<file path="config.mk">
export PLATFORM = sky130hd
export DESIGN_NAME = zhxpu
export DESIGN_NICKNAME = d
export VERILOG_FILES = /design/src/zhxpu_pkg.sv /design/src/alu.sv /design/src/decoder.sv /design/src/pc_fetch.sv /design/src/ram_controller.sv /design/src/register_file.sv /design/src/zhxpu.sv
export SDC_FILE = /design/constraint.sdc
export NUM_CORES = 1
export LEC_CHECK = 0
export BUFFER_PORTS_ARGS = -buffer_cell sky130_fd_sc_hd__buf_4
export CAP_MARGIN = 5
export CORE_ASPECT_RATIO = 1.75
export CORE_MARGIN = 2
export CORE_UTILIZATION = 57
export CTS_CLUSTER_SIZE = 14
export DETAILED_ROUTE_END_ITERATION = 8
export GPL_TIMING_DRIVEN = 0
export PLACE_DENSITY = 0.77
export SLEW_MARGIN = 5
export SYNTH_ARGS = -nofsm -noshare
export SYNTH_HDL_FRONTEND = slang
export SYNTH_SLANG_ARGS = --single-unit
</file>
<file path="constraint.sdc">
create_clock -name clk -period 5.25 [get_ports clk]
set_input_delay 0.2625 -clock clk [delete_from_list [all_inputs] [get_ports clk]]
set_output_delay 0.2625 -clock clk [all_outputs]
set_load 0.03 [all_outputs]
</file>
<file path="src/zhxpu_pkg.sv">
`default_nettype none

package zhxpu_pkg;

	typedef logic [15:0] word_t;
	typedef logic [2:0] reg_addr_t;

	// One instruction word, read through whichever layout the opcode calls for
	typedef union packed {
		struct packed {
			logic [4:0] opcode;
			reg_addr_t rx;
			reg_addr_t ry;
			reg_addr_t rz;
			logic [1:0] func;
		} r_fmt;
		struct packed {
			logic [4:0] opcode;
			reg_addr_t rx;
			logic [7:0] imm8;
		} i_fmt;
		struct packed {
			logic [4:0] opcode;
			reg_addr_t rx;
			reg_addr_t ry;
			logic [4:0] imm5;
		} m_fmt;
	} inst_t;

	// THCO MIPS16 opcodes
	localparam logic [4:0] OP_NOP = 5'b00001;
	localparam logic [4:0] OP_B = 5'b00010;
	localparam logic [4:0] OP_BEQZ = 5'b00100;
	localparam logic [4:0] OP_SLL = 5'b00110;
	localparam logic [4:0] OP_ADDIU = 5'b01001;
	localparam logic [4:0] OP_LI = 5'b01101;
	localparam logic [4:0] OP_LW = 5'b10011;
	localparam logic [4:0] OP_SW = 5'b11011;
	localparam logic [4:0] OP_RRR = 5'b11100;
	localparam logic [4:0] OP_RR = 5'b11101;

	localparam logic [1:0] FUNC_ADDU = 2'b01;
	localparam logic [1:0] FUNC_SUBU = 2'b11;
	// AND and OR use the whole low five bits
	localparam logic [4:0] FUNC_AND = 5'b01100;
	localparam logic [4:0] FUNC_OR = 5'b01101;

	localparam logic [2:0] ALU_ADD = 3'd0;
	localparam logic [2:0] ALU_SUB = 3'd1;
	localparam logic [2:0] ALU_AND = 3'd2;
	localparam logic [2:0] ALU_OR = 3'd3;
	localparam logic [2:0] ALU_SLL = 3'd4;
	localparam logic [2:0] ALU_PASS = 3'd5;

	typedef struct packed {
		logic en;
		logic we;
		word_t addr;
		word_t wdata;
	} mem_req_t;

	typedef struct packed {
		logic valid;
		word_t pc;
		inst_t inst;
	} if_id_t;

	typedef struct packed {
		logic valid;
		logic [2:0] alu_op;
		word_t op1;
		word_t op2;
		word_t store_data;
		logic mem_read;
		logic mem_write;
		logic reg_write;
		reg_addr_t dest;
	} id_exe_t;

	typedef struct packed {
		logic valid;
		reg_addr_t dest;
		word_t data;
	} wb_t;

endpackage

`default_nettype wire

</file>
<file path="src/alu.sv">
`default_nettype none

module alu import zhxpu_pkg::*; (
	input wire clk,
	input wire rst_n,
	input wire hold,
	input wire id_exe_t id_exe,
	output mem_req_t data_req,
	input wire data_done,
	input wire word_t rdata,
	output wb_t exe_dest,
	output wb_t wb
);
	word_t result;
	word_t load_word;
	word_t load_buf;
	logic mem_finished;

	always_comb begin
		case (id_exe.alu_op)
			ALU_ADD: result = id_exe.op1 + id_exe.op2;
			ALU_SUB: result = id_exe.op1 - id_exe.op2;
			ALU_AND: result = id_exe.op1 & id_exe.op2;
			ALU_OR: result = id_exe.op1 | id_exe.op2;
			ALU_SLL: result = id_exe.op1 << id_exe.op2[3:0];
			ALU_PASS: result = id_exe.op2;
			default: result = '0;
		endcase
	end

	// Request drops once served, so a stalled SW is not written twice
	assign data_req = '{
		en: id_exe.valid && (id_exe.mem_read || id_exe.mem_write) && !mem_finished,
		we: id_exe.mem_write,
		addr: result,
		wdata: id_exe.store_data
	};

	assign load_word = mem_finished ? load_buf : rdata;

	assign exe_dest = '{
		valid: id_exe.valid && id_exe.reg_write,
		dest: id_exe.dest,
		data: result
	};

	always_ff @(posedge clk) begin
		if (!rst_n) begin
			mem_finished <= 1'b0;
			wb.valid <= 1'b0;
		end else if (!hold) begin
			mem_finished <= 1'b0;
			wb.valid <= exe_dest.valid;
			wb.dest <= id_exe.dest;
			wb.data <= id_exe.mem_read ? load_word : result;
		end else if (data_done) begin
			mem_finished <= 1'b1;
		end
	end

	always_ff @(posedge clk) begin
		if (data_done) begin
			load_buf <= rdata;
		end
	end

endmodule

`default_nettype wire

</file>
<file path="src/decoder.sv">
`default_nettype none

module decoder import zhxpu_pkg::*; (
	input wire clk,
	input wire rst_n,
	input wire mem_hold,
	input wire if_id_t if_id,
	output reg_addr_t rd_addr1,
	output reg_addr_t rd_addr2,
	input wire word_t rd_data1,
	input wire word_t rd_data2,
	input wire wb_t exe_dest,
	input wire wb_t wb,
	output logic hold,
	output logic set_pc,
	output word_t set_pc_addr,
	output id_exe_t id_exe
);
	inst_t inst;
	word_t next_pc;
	id_exe_t d;
	logic use1;
	logic use2;
	logic taken;
	logic hazard;

	function automatic logic pending(reg_addr_t a, wb_t e, wb_t w);
		return (e.valid && e.dest == a) || (w.valid && w.dest == a);
	endfunction

	assign inst = if_id.inst;
	assign next_pc = if_id.pc + 16'd1;
	// rx and ry sit at the same bits in every layout
	assign rd_addr1 = inst.i_fmt.rx;
	assign rd_addr2 = inst.m_fmt.ry;

	always_comb begin
		d = '0;
		d.alu_op = ALU_PASS;
		d.op1 = rd_data1;
		d.op2 = rd_data2;
		d.store_data = rd_data2;
		use1 = 1'b0;
		use2 = 1'b0;
		taken = 1'b0;
		set_pc_addr = next_pc;
		case (inst.r_fmt.opcode)
			OP_LI: begin
				d.op2 = {8'h00, inst.i_fmt.imm8};
				d.reg_write = 1'b1;
				d.dest = inst.i_fmt.rx;
			end
			OP_ADDIU: begin
				use1 = 1'b1;
				d.alu_op = ALU_ADD;
				d.op2 = {{8{inst.i_fmt.imm8[7]}}, inst.i_fmt.imm8};
				d.reg_write = 1'b1;
				d.dest = inst.i_fmt.rx;
			end
			OP_RRR: begin
				use1 = 1'b1;
				use2 = 1'b1;
				d.alu_op = (inst.r_fmt.func == FUNC_SUBU) ? ALU_SUB : ALU_ADD;
				d.reg_write = (inst.r_fmt.func == FUNC_ADDU) || (inst.r_fmt.func == FUNC_SUBU);
				d.dest = inst.r_fmt.rz;
			end
			OP_RR: begin
				use1 = 1'b1;
				use2 = 1'b1;
				d.alu_op = (inst.m_fmt.imm5 == FUNC_OR) ? ALU_OR : ALU_AND;
				d.reg_write = (inst.m_fmt.imm5 == FUNC_AND) || (inst.m_fmt.imm5 == FUNC_OR);
				d.dest = inst.m_fmt.rx;
			end
			OP_SLL: begin
				use2 = 1'b1;
				d.alu_op = ALU_SLL;
				d.op1 = rd_data2;
				// A shift field of zero means eight
				d.op2 = (inst.m_fmt.imm5[4:2] == 3'd0) ? 16'd8 : {13'd0, inst.m_fmt.imm5[4:2]};
				d.reg_write = 1'b1;
				d.dest = inst.m_fmt.rx;
			end
			OP_LW: begin
				use1 = 1'b1;
				d.alu_op = ALU_ADD;
				d.op2 = {{11{inst.m_fmt.imm5[4]}}, inst.m_fmt.imm5};
				d.mem_read = 1'b1;
				d.reg_write = 1'b1;
				d.dest = inst.m_fmt.ry;
			end
			OP_SW: begin
				use1 = 1'b1;
				use2 = 1'b1;
				d.alu_op = ALU_ADD;
				d.op2 = {{11{inst.m_fmt.imm5[4]}}, inst.m_fmt.imm5};
				d.mem_write = 1'b1;
			end
			OP_BEQZ: begin
				use1 = 1'b1;
				taken = (rd_data1 == 16'h0000);
				set_pc_addr = next_pc + {{8{inst.i_fmt.imm8[7]}}, inst.i_fmt.imm8};
			end
			OP_B: begin
				taken = 1'b1;
				set_pc_addr = next_pc + {{5{inst.i_fmt.rx[2]}}, inst.i_fmt.rx, inst.i_fmt.imm8};
			end
			OP_NOP: ;
			default: ;
		endcase
	end

	assign hazard = if_id.valid && ((use1 && pending(rd_addr1, exe_dest, wb)) ||
		(use2 && pending(rd_addr2, exe_dest, wb)));
	assign hold = mem_hold || hazard;
	assign set_pc = if_id.valid && taken;

	always_ff @(posedge clk) begin
		if (!rst_n) begin
			id_exe.valid <= 1'b0;
		end else if (!mem_hold) begin
			// On a hazard IF/ID stays put and a bubble goes on to EXE
			id_exe <= d;
			id_exe.valid <= if_id.valid && !hazard;
		end
	end

endmodule

`default_nettype wire

</file>
<file path="src/pc_fetch.sv">
`default_nettype none

module pc_fetch import zhxpu_pkg::*; #(
	parameter word_t RESET_PC = 16'h0000
) (
	input wire clk,
	input wire rst_n,
	input wire hold,
	input wire set_pc,
	input wire word_t set_pc_addr,
	output mem_req_t fetch_req,
	input wire fetch_done,
	input wire word_t rdata,
	output logic inst_ready,
	output if_id_t if_id
);
	word_t pc;
	logic buf_valid;
	word_t buf_word;

	// Keep asking for the word at pc until it sits in the buffer
	assign fetch_req = '{
		en: !buf_valid,
		we: 1'b0,
		addr: pc,
		wdata: 16'h0000
	};

	assign inst_ready = buf_valid || fetch_done;

	always_ff @(posedge clk) begin
		if (!rst_n) begin
			pc <= RESET_PC;
			buf_valid <= 1'b0;
			if_id.valid <= 1'b0;
		end else if (!hold) begin
			// Not held means a word is ready, either buffered or arriving now
			pc <= set_pc ? set_pc_addr : pc + 16'd1;
			buf_valid <= 1'b0;
			if_id.valid <= 1'b1;
			if_id.pc <= pc;
			if_id.inst <= buf_valid ? buf_word : rdata;
		end else if (fetch_done) begin
			buf_valid <= 1'b1;
		end
	end

	// Parks a fetched word while the pipeline is stalled
	always_ff @(posedge clk) begin
		if (fetch_done) begin
			buf_word <= rdata;
		end
	end

endmodule

`default_nettype wire

</file>
<file path="src/ram_controller.sv">
`default_nettype none

module ram_controller import zhxpu_pkg::*; (
	input wire clk,
	input wire rst_n,
	input wire mem_req_t fetch_req,
	input wire mem_req_t data_req,
	input wire inst_ready,
	output mem_req_t mem_req,
	input wire mem_done,
	input wire word_t mem_rdata,
	output word_t rdata,
	output logic fetch_done,
	output logic data_done,
	output logic mem_hold
);
	logic busy;
	logic grant_data;

	// Owner is latched and kept until done
	// Data side wins ties
	always_ff @(posedge clk) begin
		if (!rst_n) begin
			busy <= 1'b0;
			grant_data <= 1'b0;
		end else if (busy) begin
			if (mem_done) begin
				busy <= 1'b0;
			end
		end else if (data_req.en) begin
			busy <= 1'b1;
			grant_data <= 1'b1;
		end else if (fetch_req.en) begin
			busy <= 1'b1;
			grant_data <= 1'b0;
		end
	end

	always_comb begin
		mem_req = '0;
		if (busy) begin
			mem_req = grant_data ? data_req : fetch_req;
		end
	end

	assign rdata = mem_rdata;
	assign fetch_done = busy && !grant_data && mem_done;
	assign data_done = busy && grant_data && mem_done;

	// Whole pipeline waits on EXE memory or on a missing instruction
	assign mem_hold = (data_req.en && !data_done) || !inst_ready;

endmodule

`default_nettype wire

</file>
<file path="src/register_file.sv">
`default_nettype none

module register_file import zhxpu_pkg::*; (
	input wire clk,
	input wire rst_n,
	input wire reg_addr_t rd_addr1,
	input wire reg_addr_t rd_addr2,
	output word_t rd_data1,
	output word_t rd_data2,
	input wire wb_t wb
);
	word_t regs [8];

	assign rd_data1 = regs[rd_addr1];
	assign rd_data2 = regs[rd_addr2];

	// Writes land at the edge and the interlock waits for them
	always_ff @(posedge clk) begin
		if (!rst_n) begin
			for (int i = 0; i < 8; i++) begin
				regs[i] <= '0;
			end
		end else if (wb.valid) begin
			regs[wb.dest] <= wb.data;
		end
	end

endmodule

`default_nettype wire

</file>
<file path="src/zhxpu.sv">
`default_nettype none

module zhxpu import zhxpu_pkg::*; #(
	parameter word_t RESET_PC = 16'h0000
) (
	input wire clk,
	input wire rst_n,
	output mem_req_t mem_req,
	input wire mem_done,
	input wire word_t mem_rdata
);
	mem_req_t fetch_req;
	mem_req_t data_req;
	word_t rdata;
	logic fetch_done;
	logic data_done;
	logic inst_ready;
	logic mem_hold;
	logic hold;
	logic set_pc;
	word_t set_pc_addr;
	if_id_t if_id;
	id_exe_t id_exe;
	reg_addr_t rd_addr1;
	reg_addr_t rd_addr2;
	word_t rd_data1;
	word_t rd_data2;
	wb_t exe_dest;
	wb_t wb;

	// IF
	pc_fetch #(
		.RESET_PC(RESET_PC)
	) __pc_fetch (
		.clk(clk),
		.rst_n(rst_n),
		.hold(hold),
		.set_pc(set_pc),
		.set_pc_addr(set_pc_addr),
		.fetch_req(fetch_req),
		.fetch_done(fetch_done),
		.rdata(rdata),
		.inst_ready(inst_ready),
		.if_id(if_id)
	);

	// ID
	decoder __decoder (
		.clk(clk),
		.rst_n(rst_n),
		.mem_hold(mem_hold),
		.if_id(if_id),
		.rd_addr1(rd_addr1),
		.rd_addr2(rd_addr2),
		.rd_data1(rd_data1),
		.rd_data2(rd_data2),
		.exe_dest(exe_dest),
		.wb(wb),
		.hold(hold),
		.set_pc(set_pc),
		.set_pc_addr(set_pc_addr),
		.id_exe(id_exe)
	);

	register_file __register_file (
		.clk(clk),
		.rst_n(rst_n),
		.rd_addr1(rd_addr1),
		.rd_addr2(rd_addr2),
		.rd_data1(rd_data1),
		.rd_data2(rd_data2),
		.wb(wb)
	);

	// EXE with its result registered for WB
	alu __alu (
		.clk(clk),
		.rst_n(rst_n),
		.hold(mem_hold),
		.id_exe(id_exe),
		.data_req(data_req),
		.data_done(data_done),
		.rdata(rdata),
		.exe_dest(exe_dest),
		.wb(wb)
	);

	ram_controller __ram_controller (
		.clk(clk),
		.rst_n(rst_n),
		.fetch_req(fetch_req),
		.data_req(data_req),
		.inst_ready(inst_ready),
		.mem_req(mem_req),
		.mem_done(mem_done),
		.mem_rdata(mem_rdata),
		.rdata(rdata),
		.fetch_done(fetch_done),
		.data_done(data_done),
		.mem_hold(mem_hold)
	);

endmodule

`default_nettype wire

</file>
Word-level counts from Yosys, hierarchy flattened. Memories as Yosys holds them, arrays and structs flattened. A register that Yosys moved wholly into a read port is not among the register bits. Cells that the tools add are included.

Output and inout port bits: 34. Logic and storage cells: 139. Flip-flop bits (word level): 163. RAM bits: 128. Memories: 1.

Memory list: __register_file.regs (words 8, bits a word 16, read ports 2, clocked after memory_dff 2, wr ports 8, RTL line register_file.sv:12) `word_t regs [8];`.

Mux-type cells: 35. Equal/unequal tests: 23. Reductions and logical operators: 46. Bitwise logic cells: 5. Add/subtract/negate cells: 6. Shifts and indexed selects: 1.

Operators with widths (count): $mux 16 (6); $pmux 16 s6 (1); $mux 34 (2); $pmux 16 s4 (1); $add 16x16->16 (3); $add 16x1->16 const B (2); $pmux 16 s2 (1); $eq 5x4->1 const B (4); $eq 5x5->1 const B (4); $logic_and 1x1->1 (17); $mux 1 (17); $and 16x16->16 (1); $logic_not 16->1 (1); $or 16x16->16 (1); $pmux 4 s4 (1); $reduce_or 16->1 (1); $shl 16x4->16 (1); $sub 16x16->16 (1); $eq 3x3->1 (4); $pmux 3 s4 (1); $eq 5x3->1 const B (2); $reduce_and 2->1 (5); $logic_or 1x1->1 (9); $mux 3 (3); 16 further kinds (27).

Depth between registers and ports, before layout.
Depth in word-level cells: 10. Gate-level depth with buffers: 19. Gate-level depth less buffers: 15.

Modules after synthesis. A second synthesis with hierarchy kept.

Cell total of the unflattened synthesis: 1604. Area, all modules: 18556.5 um^2.

By module, submodules not included: register_file (instances 1, cells each 430, sequential area each 3843.7 um^2, area an instance 6876.6 um^2); alu (instances 1, cells each 447, sequential area each 1091.0 um^2, area an instance 4108.9 um^2); decoder (instances 1, cells each 398, sequential area each 1731.7 um^2, area an instance 3821.2 um^2); pc_fetch (instances 1, cells each 225, sequential area each 1801.7 um^2, area an instance 2884.0 um^2); ram_controller (instances 1, cells each 104, sequential area each 40.0 um^2, area an instance 865.8 um^2).

Least setup slack after synthesis. OpenSTA, ideal clock, no wires.

Path kind: register -> register. Start point: register __ram_controller.grant_data. End point: register, netlist name __pc_fetch.if_id[0]. Setup time: 0.388 ns. Buffers on the path: 2. Data arrival time: 4.901 ns. Stages on the path, launching flop included: 8. Setup slack: -0.039 ns. Path through: dfxtp_1 clkbuf_1 nor2_1 a22o_1 and2_1 nand2_1 buf_2 inv_1.

Cells in the longest elaborated chain, start to end: 9. Elaborated cells on any way between the ends: 13.

RTL lines: start: declaration (RTL line ram_controller.sv:18) `logic grant_data;`; start signal: assignment (RTL line ram_controller.sv:25) `grant_data <= 1'b0;`; start signal: assignment (RTL line ram_controller.sv:32) `grant_data <= 1'b1;`; start signal: assignment (RTL line ram_controller.sv:35) `grant_data <= 1'b0;`; $logic_not 1->1 (RTL line ram_controller.sv:47) `assign fetch_done = busy && !grant_data && mem_done;`; $logic_and 1x1->1 (2 in a row) (RTL line ram_controller.sv:47); named net __pc_fetch.fetch_done (RTL line pc_fetch.sv:12) `input wire fetch_done,`; $logic_or 1x1->1 (RTL line pc_fetch.sv:29) `assign inst_ready = buf_valid || fetch_done;`; $logic_not 1->1 (RTL line ram_controller.sv:51) `assign mem_hold = (data_req.en && !data_done) || !inst_ready;`; $logic_or 1x1->1 (RTL line ram_controller.sv:51); $logic_or 1x1->1 (RTL line decoder.sv:114) `assign hold = mem_hold || hazard;`; $not 1->1 (no line); $reduce_and 2->1 (no line).

The timed path passes the listed nets, and every way through them passes these cells. A chain may end at the register's enable or synchronous reset.

==> results.toml <==
[min_path]
hold_depth = 4
hold_class = "in -> reg"

[drt]
dr.pass1.iters = 6
wl_um = 53900
num_vias = 13088
ant_nets = 0
vias_per_cell = 6.58
wire_per_inst_um = 27.1
post-route-drc-count = 0
initialDrtViolationCount = 1328

[critical_path]
crit_arrival_ns = 4.75
cp-endpoint = "mem_req[30]"
crit_chain = "clkbuf_1, or2_2, nor2_4, nor2_1, xnor2_1, ha_1, a21o_1, a21oi_1, o21ai_0, a31oi_2, o21ai_1, o41ai_2, mux2i_2, o221a_2, buf_4"
critPathRequiredTime_ns = 4.99
ff2ff_setup_slack_ns = 0.79
startpoint_type = "flip-flop"
worstSetupPathType = "reg -> out"
timing.rr.start = "__ram_controller.grant_data$_SDFFE_PN0P_"
critPathMaxStageDelay_ns = 0.47
cp-end-kind = "output pin"
crit_fanout = 10
crit_start = "__decoder.id_exe[56]$_DFFE_PP_"
reg2reg_depth = 10
cpMaxStageDelayCell = "edfxtp_1"
r2r-end = "__pc_fetch.if_id[11]$_DFFE_PP_"

[synth]
synth-seq-cells = 297
syn_nets = 1531
synth_cell_types = 72
netlist_instances = 1474
synth_flop_cell = "edfxtp_1"
synth_edf_count = 268
syn-cell-area_um2 = 17400
async_flop_share_pct = 0
ys_seq_area_share_pct = 49.5
avgSynthCellArea_um2 = 11.8
yosys_warnings = 0

[power]
finalPower_mw = 5.77
p_leak_nw = 7.14
p_per_area_nw_per_um2 = 295
vdd_drop_max_mv = 0.300

[cells_and_area]
multi_input_area_um2 = 8310
regArea_um2 = 8630
syn_to_final_growth_pct = 12.2
fillers = 2348
drive_above_1_share_pct = 16.6
num-nets-final = 1637
finish.utilization_pct = 65.0
antenna-diode-count = 0

[sta]
hold_violations = 0
slew_violations = 0
rsz0062_at_grt = "false"
skew_ns = 0.0129
fin_crit_sh_pct = 95.5
finalSetupViolations = 0
worst_pin_slew_ns = 1.22
hold_ws_ns = 0.0297
post-route-min-period_ns = 5.01
slew_headroom_pct = 18.5
max_freq_ghz = 0.200

[cts]
htreeDepth = 1
cts_sinks = 297
insertion_delay_ns = 0.57
cts_tree = "yes"
clkTransAtPathRegs_ns = 0.07
cts_made_buffers = 28
cts_buffer_depth = 3
root_buffer = "clkbuf_16"

[global_route]
antenna_found_initial = 0
overflow = 0
grt_pass1_vias = 13280
grt_pass1_wl_um = 80400
grt_start_max_net_pins = 67
grt_usage_pct = 34.2

[placed_design]
portBuffers = 52
dpl.hpwl_um = 41400
place_congestion = 1.02

[floorplanning]
core-area_um2 = 30100
num_io_pins = 53
dieHeight_um = 235
fp.dieW_um = 136
start_util_pct = 58.0
dieArea_um2 = 32000
rows = 84

[flow_run]
cap_violations = 0

[run_status]
outcome = "finished, final reports clean"
[area by class of cell]
type | instances | area share, %
clock inverters | 11 | 0.474
plain buffers | 85 | 1.86
well taps | 387 | 2.48
clock buffers | 40 | 3.97
flip-flops and latches | 297 | 44.1
multi-input cells | 1043 | 42.5
repair buffers | 79 | 3.71
inverters | 46 | 0.883
[critical path, delay by kind of cell, from the launching register on]
| kind | cells | cell delay, ns |
|---|---|---|
| DFF | 1 | 0.47 |
| adders and majority gates | 1 | 0.34 |
| buffers and inverters | 2 | 0.44 |
| AOI/OAI and AO/OA | 7 | 1.74 |
| xor gates and xnor gates | 1 | 0.13 |
| and+or+nand+nor | 3 | 0.75 |
| muxes | 1 | 0.30 |
[per-layer routing]
layer  part of all wire (%)  track usage [%]
met5                      0                0
met1                     33             36.9
met4                    8.5             24.2
met2                     53             61.0
met3                    5.9             3.90
[logic make-up (layout without fill, tap and decap cells)]
group | Yosys count | after routing | share of synthesized area, %
compound gates | 275 | 275 | 10.1
xor+xnor | 61 | 61 | 3.07
fa+ha+maj | 53 | 53 | 3.68
buf+inv | 134 | 261 | 3.10
flops | 297 | 297 | 49.5
mux | 187 | 187 | 16.3
simple gates | 467 | 467 | 14.2
[per-stage QoR]
step | setup TNS, ns | std cells | setup slack [ns] | cell area (µm²)
2_1_floorplan | 0 | 1474 | 0.923 | 17400
3_3_place_gp | -22.51 | 1913 | -0.665 | 18300
3_5_place_dp | -0.317 | 1922 | -0.288 | 18500
4_1_cts | 0 | 1989 | 0.00505 | 19500
5_1_grt | 0 | 1988 | 0.00154 | 19600
6_report | 0 | 1988 | 0.238 | 19600
[what timing repair did]
item,CTS,global route
resized for setup,7,6
endpoints found under the setup margin,11,5
buffers inserted,2,0
hold buffers,16,0
hold endpoints to repair,32,0
[worst min path at each step]
stage,start,to,slack [ns]
final,mem_done,__ram_controller.busy$_SDFF_PN0_,0.03
after global routing,mem_done,__ram_controller.busy$_SDFF_PN0_,0.04
after CTS,mem_done,__ram_controller.busy$_SDFF_PN0_,0.01
after detailed placement,mem_rdata[9],__pc_fetch.buf_word[9]$_DFFE_PP_,0.47
after global placement,mem_rdata[13],__pc_fetch.buf_word[13]$_DFFE_PP_,0.47
after floorplan,mem_rdata[0],__alu.load_buf[0]$_DFFE_PP_,0.36
[synthesized netlist by cell type, types with 11 or more instances]
library cell	number	area, µm²
o22ai_1	12	75.1
nand3_1	32	160
and2_1	133	832
edfxtp_1	268	8050
dfxtp_1	29	581
nor3_1	28	140
nand2_1	80	300
mux2_2	45	507
buf_1	11	41.3
xor2_1	18	158
inv_1	45	169
clkbuf_1	65	244
a211oi_1	20	150
ha_1	36	450
a21oi_1	72	360
nor4_1	15	93.8
o21ai_0	69	345
mux4_2	71	1600
mux2i_1	70	701
a31oi_1	12	75.1
nand2b_1	12	75.1
xnor2_1	43	377
and3_1	29	181
maj3_1	15	150
nor2_1	86	323
[cells in the final DEF, fill, tap and decap left out, types with 8 or more instances in the layout]
cell	count
a21oi_2	9
edfxtp_1	268
dfxtp_1	29
a21oi_1	71
and3_1	29
xnor2_1	43
nor3_1	28
xor2_1	18
mux4_2	71
a211oi_1	20
buf_1	9
mux2_2	45
a21o_1	8
inv_1	45
a31oi_1	11
maj3_1	15
o22ai_1	12
o21ai_0	62
nand2b_1	12
nor2b_1	9
dlygate4sd3_1	16
clkbuf_1	70
or3_1	9
nor2_1	84
ha_1	36
nand2_1	80
a22oi_1	10
nor4_1	15
buf_4	55
nand3_1	32
and2_1	132
a222oi_1	8
buf_2	9
clkbuf_16	29
mux2i_1	69
[flip-flops by register name, indices dropped and copies added (netlist names), named ones only]
register	cells
__register_file.regs	128
__decoder.id_exe	58
__pc_fetch.if_id	33
__alu.wb	20
__alu.load_buf	16
__pc_fetch.buf_word	16
__pc_fetch.pc	16
__alu.mem_finished	1
__pc_fetch.buf_valid	1
__ram_controller.busy	1
__ram_controller.grant_data	1
[power breakdown]
group / switching [mW] / internal [mW]
combinational: 0.590 / 0.401
sequential: 0.101 / 2.70
clock: 0.899 / 1.08
No activity file was read; power rests on OpenSTA's default activity.
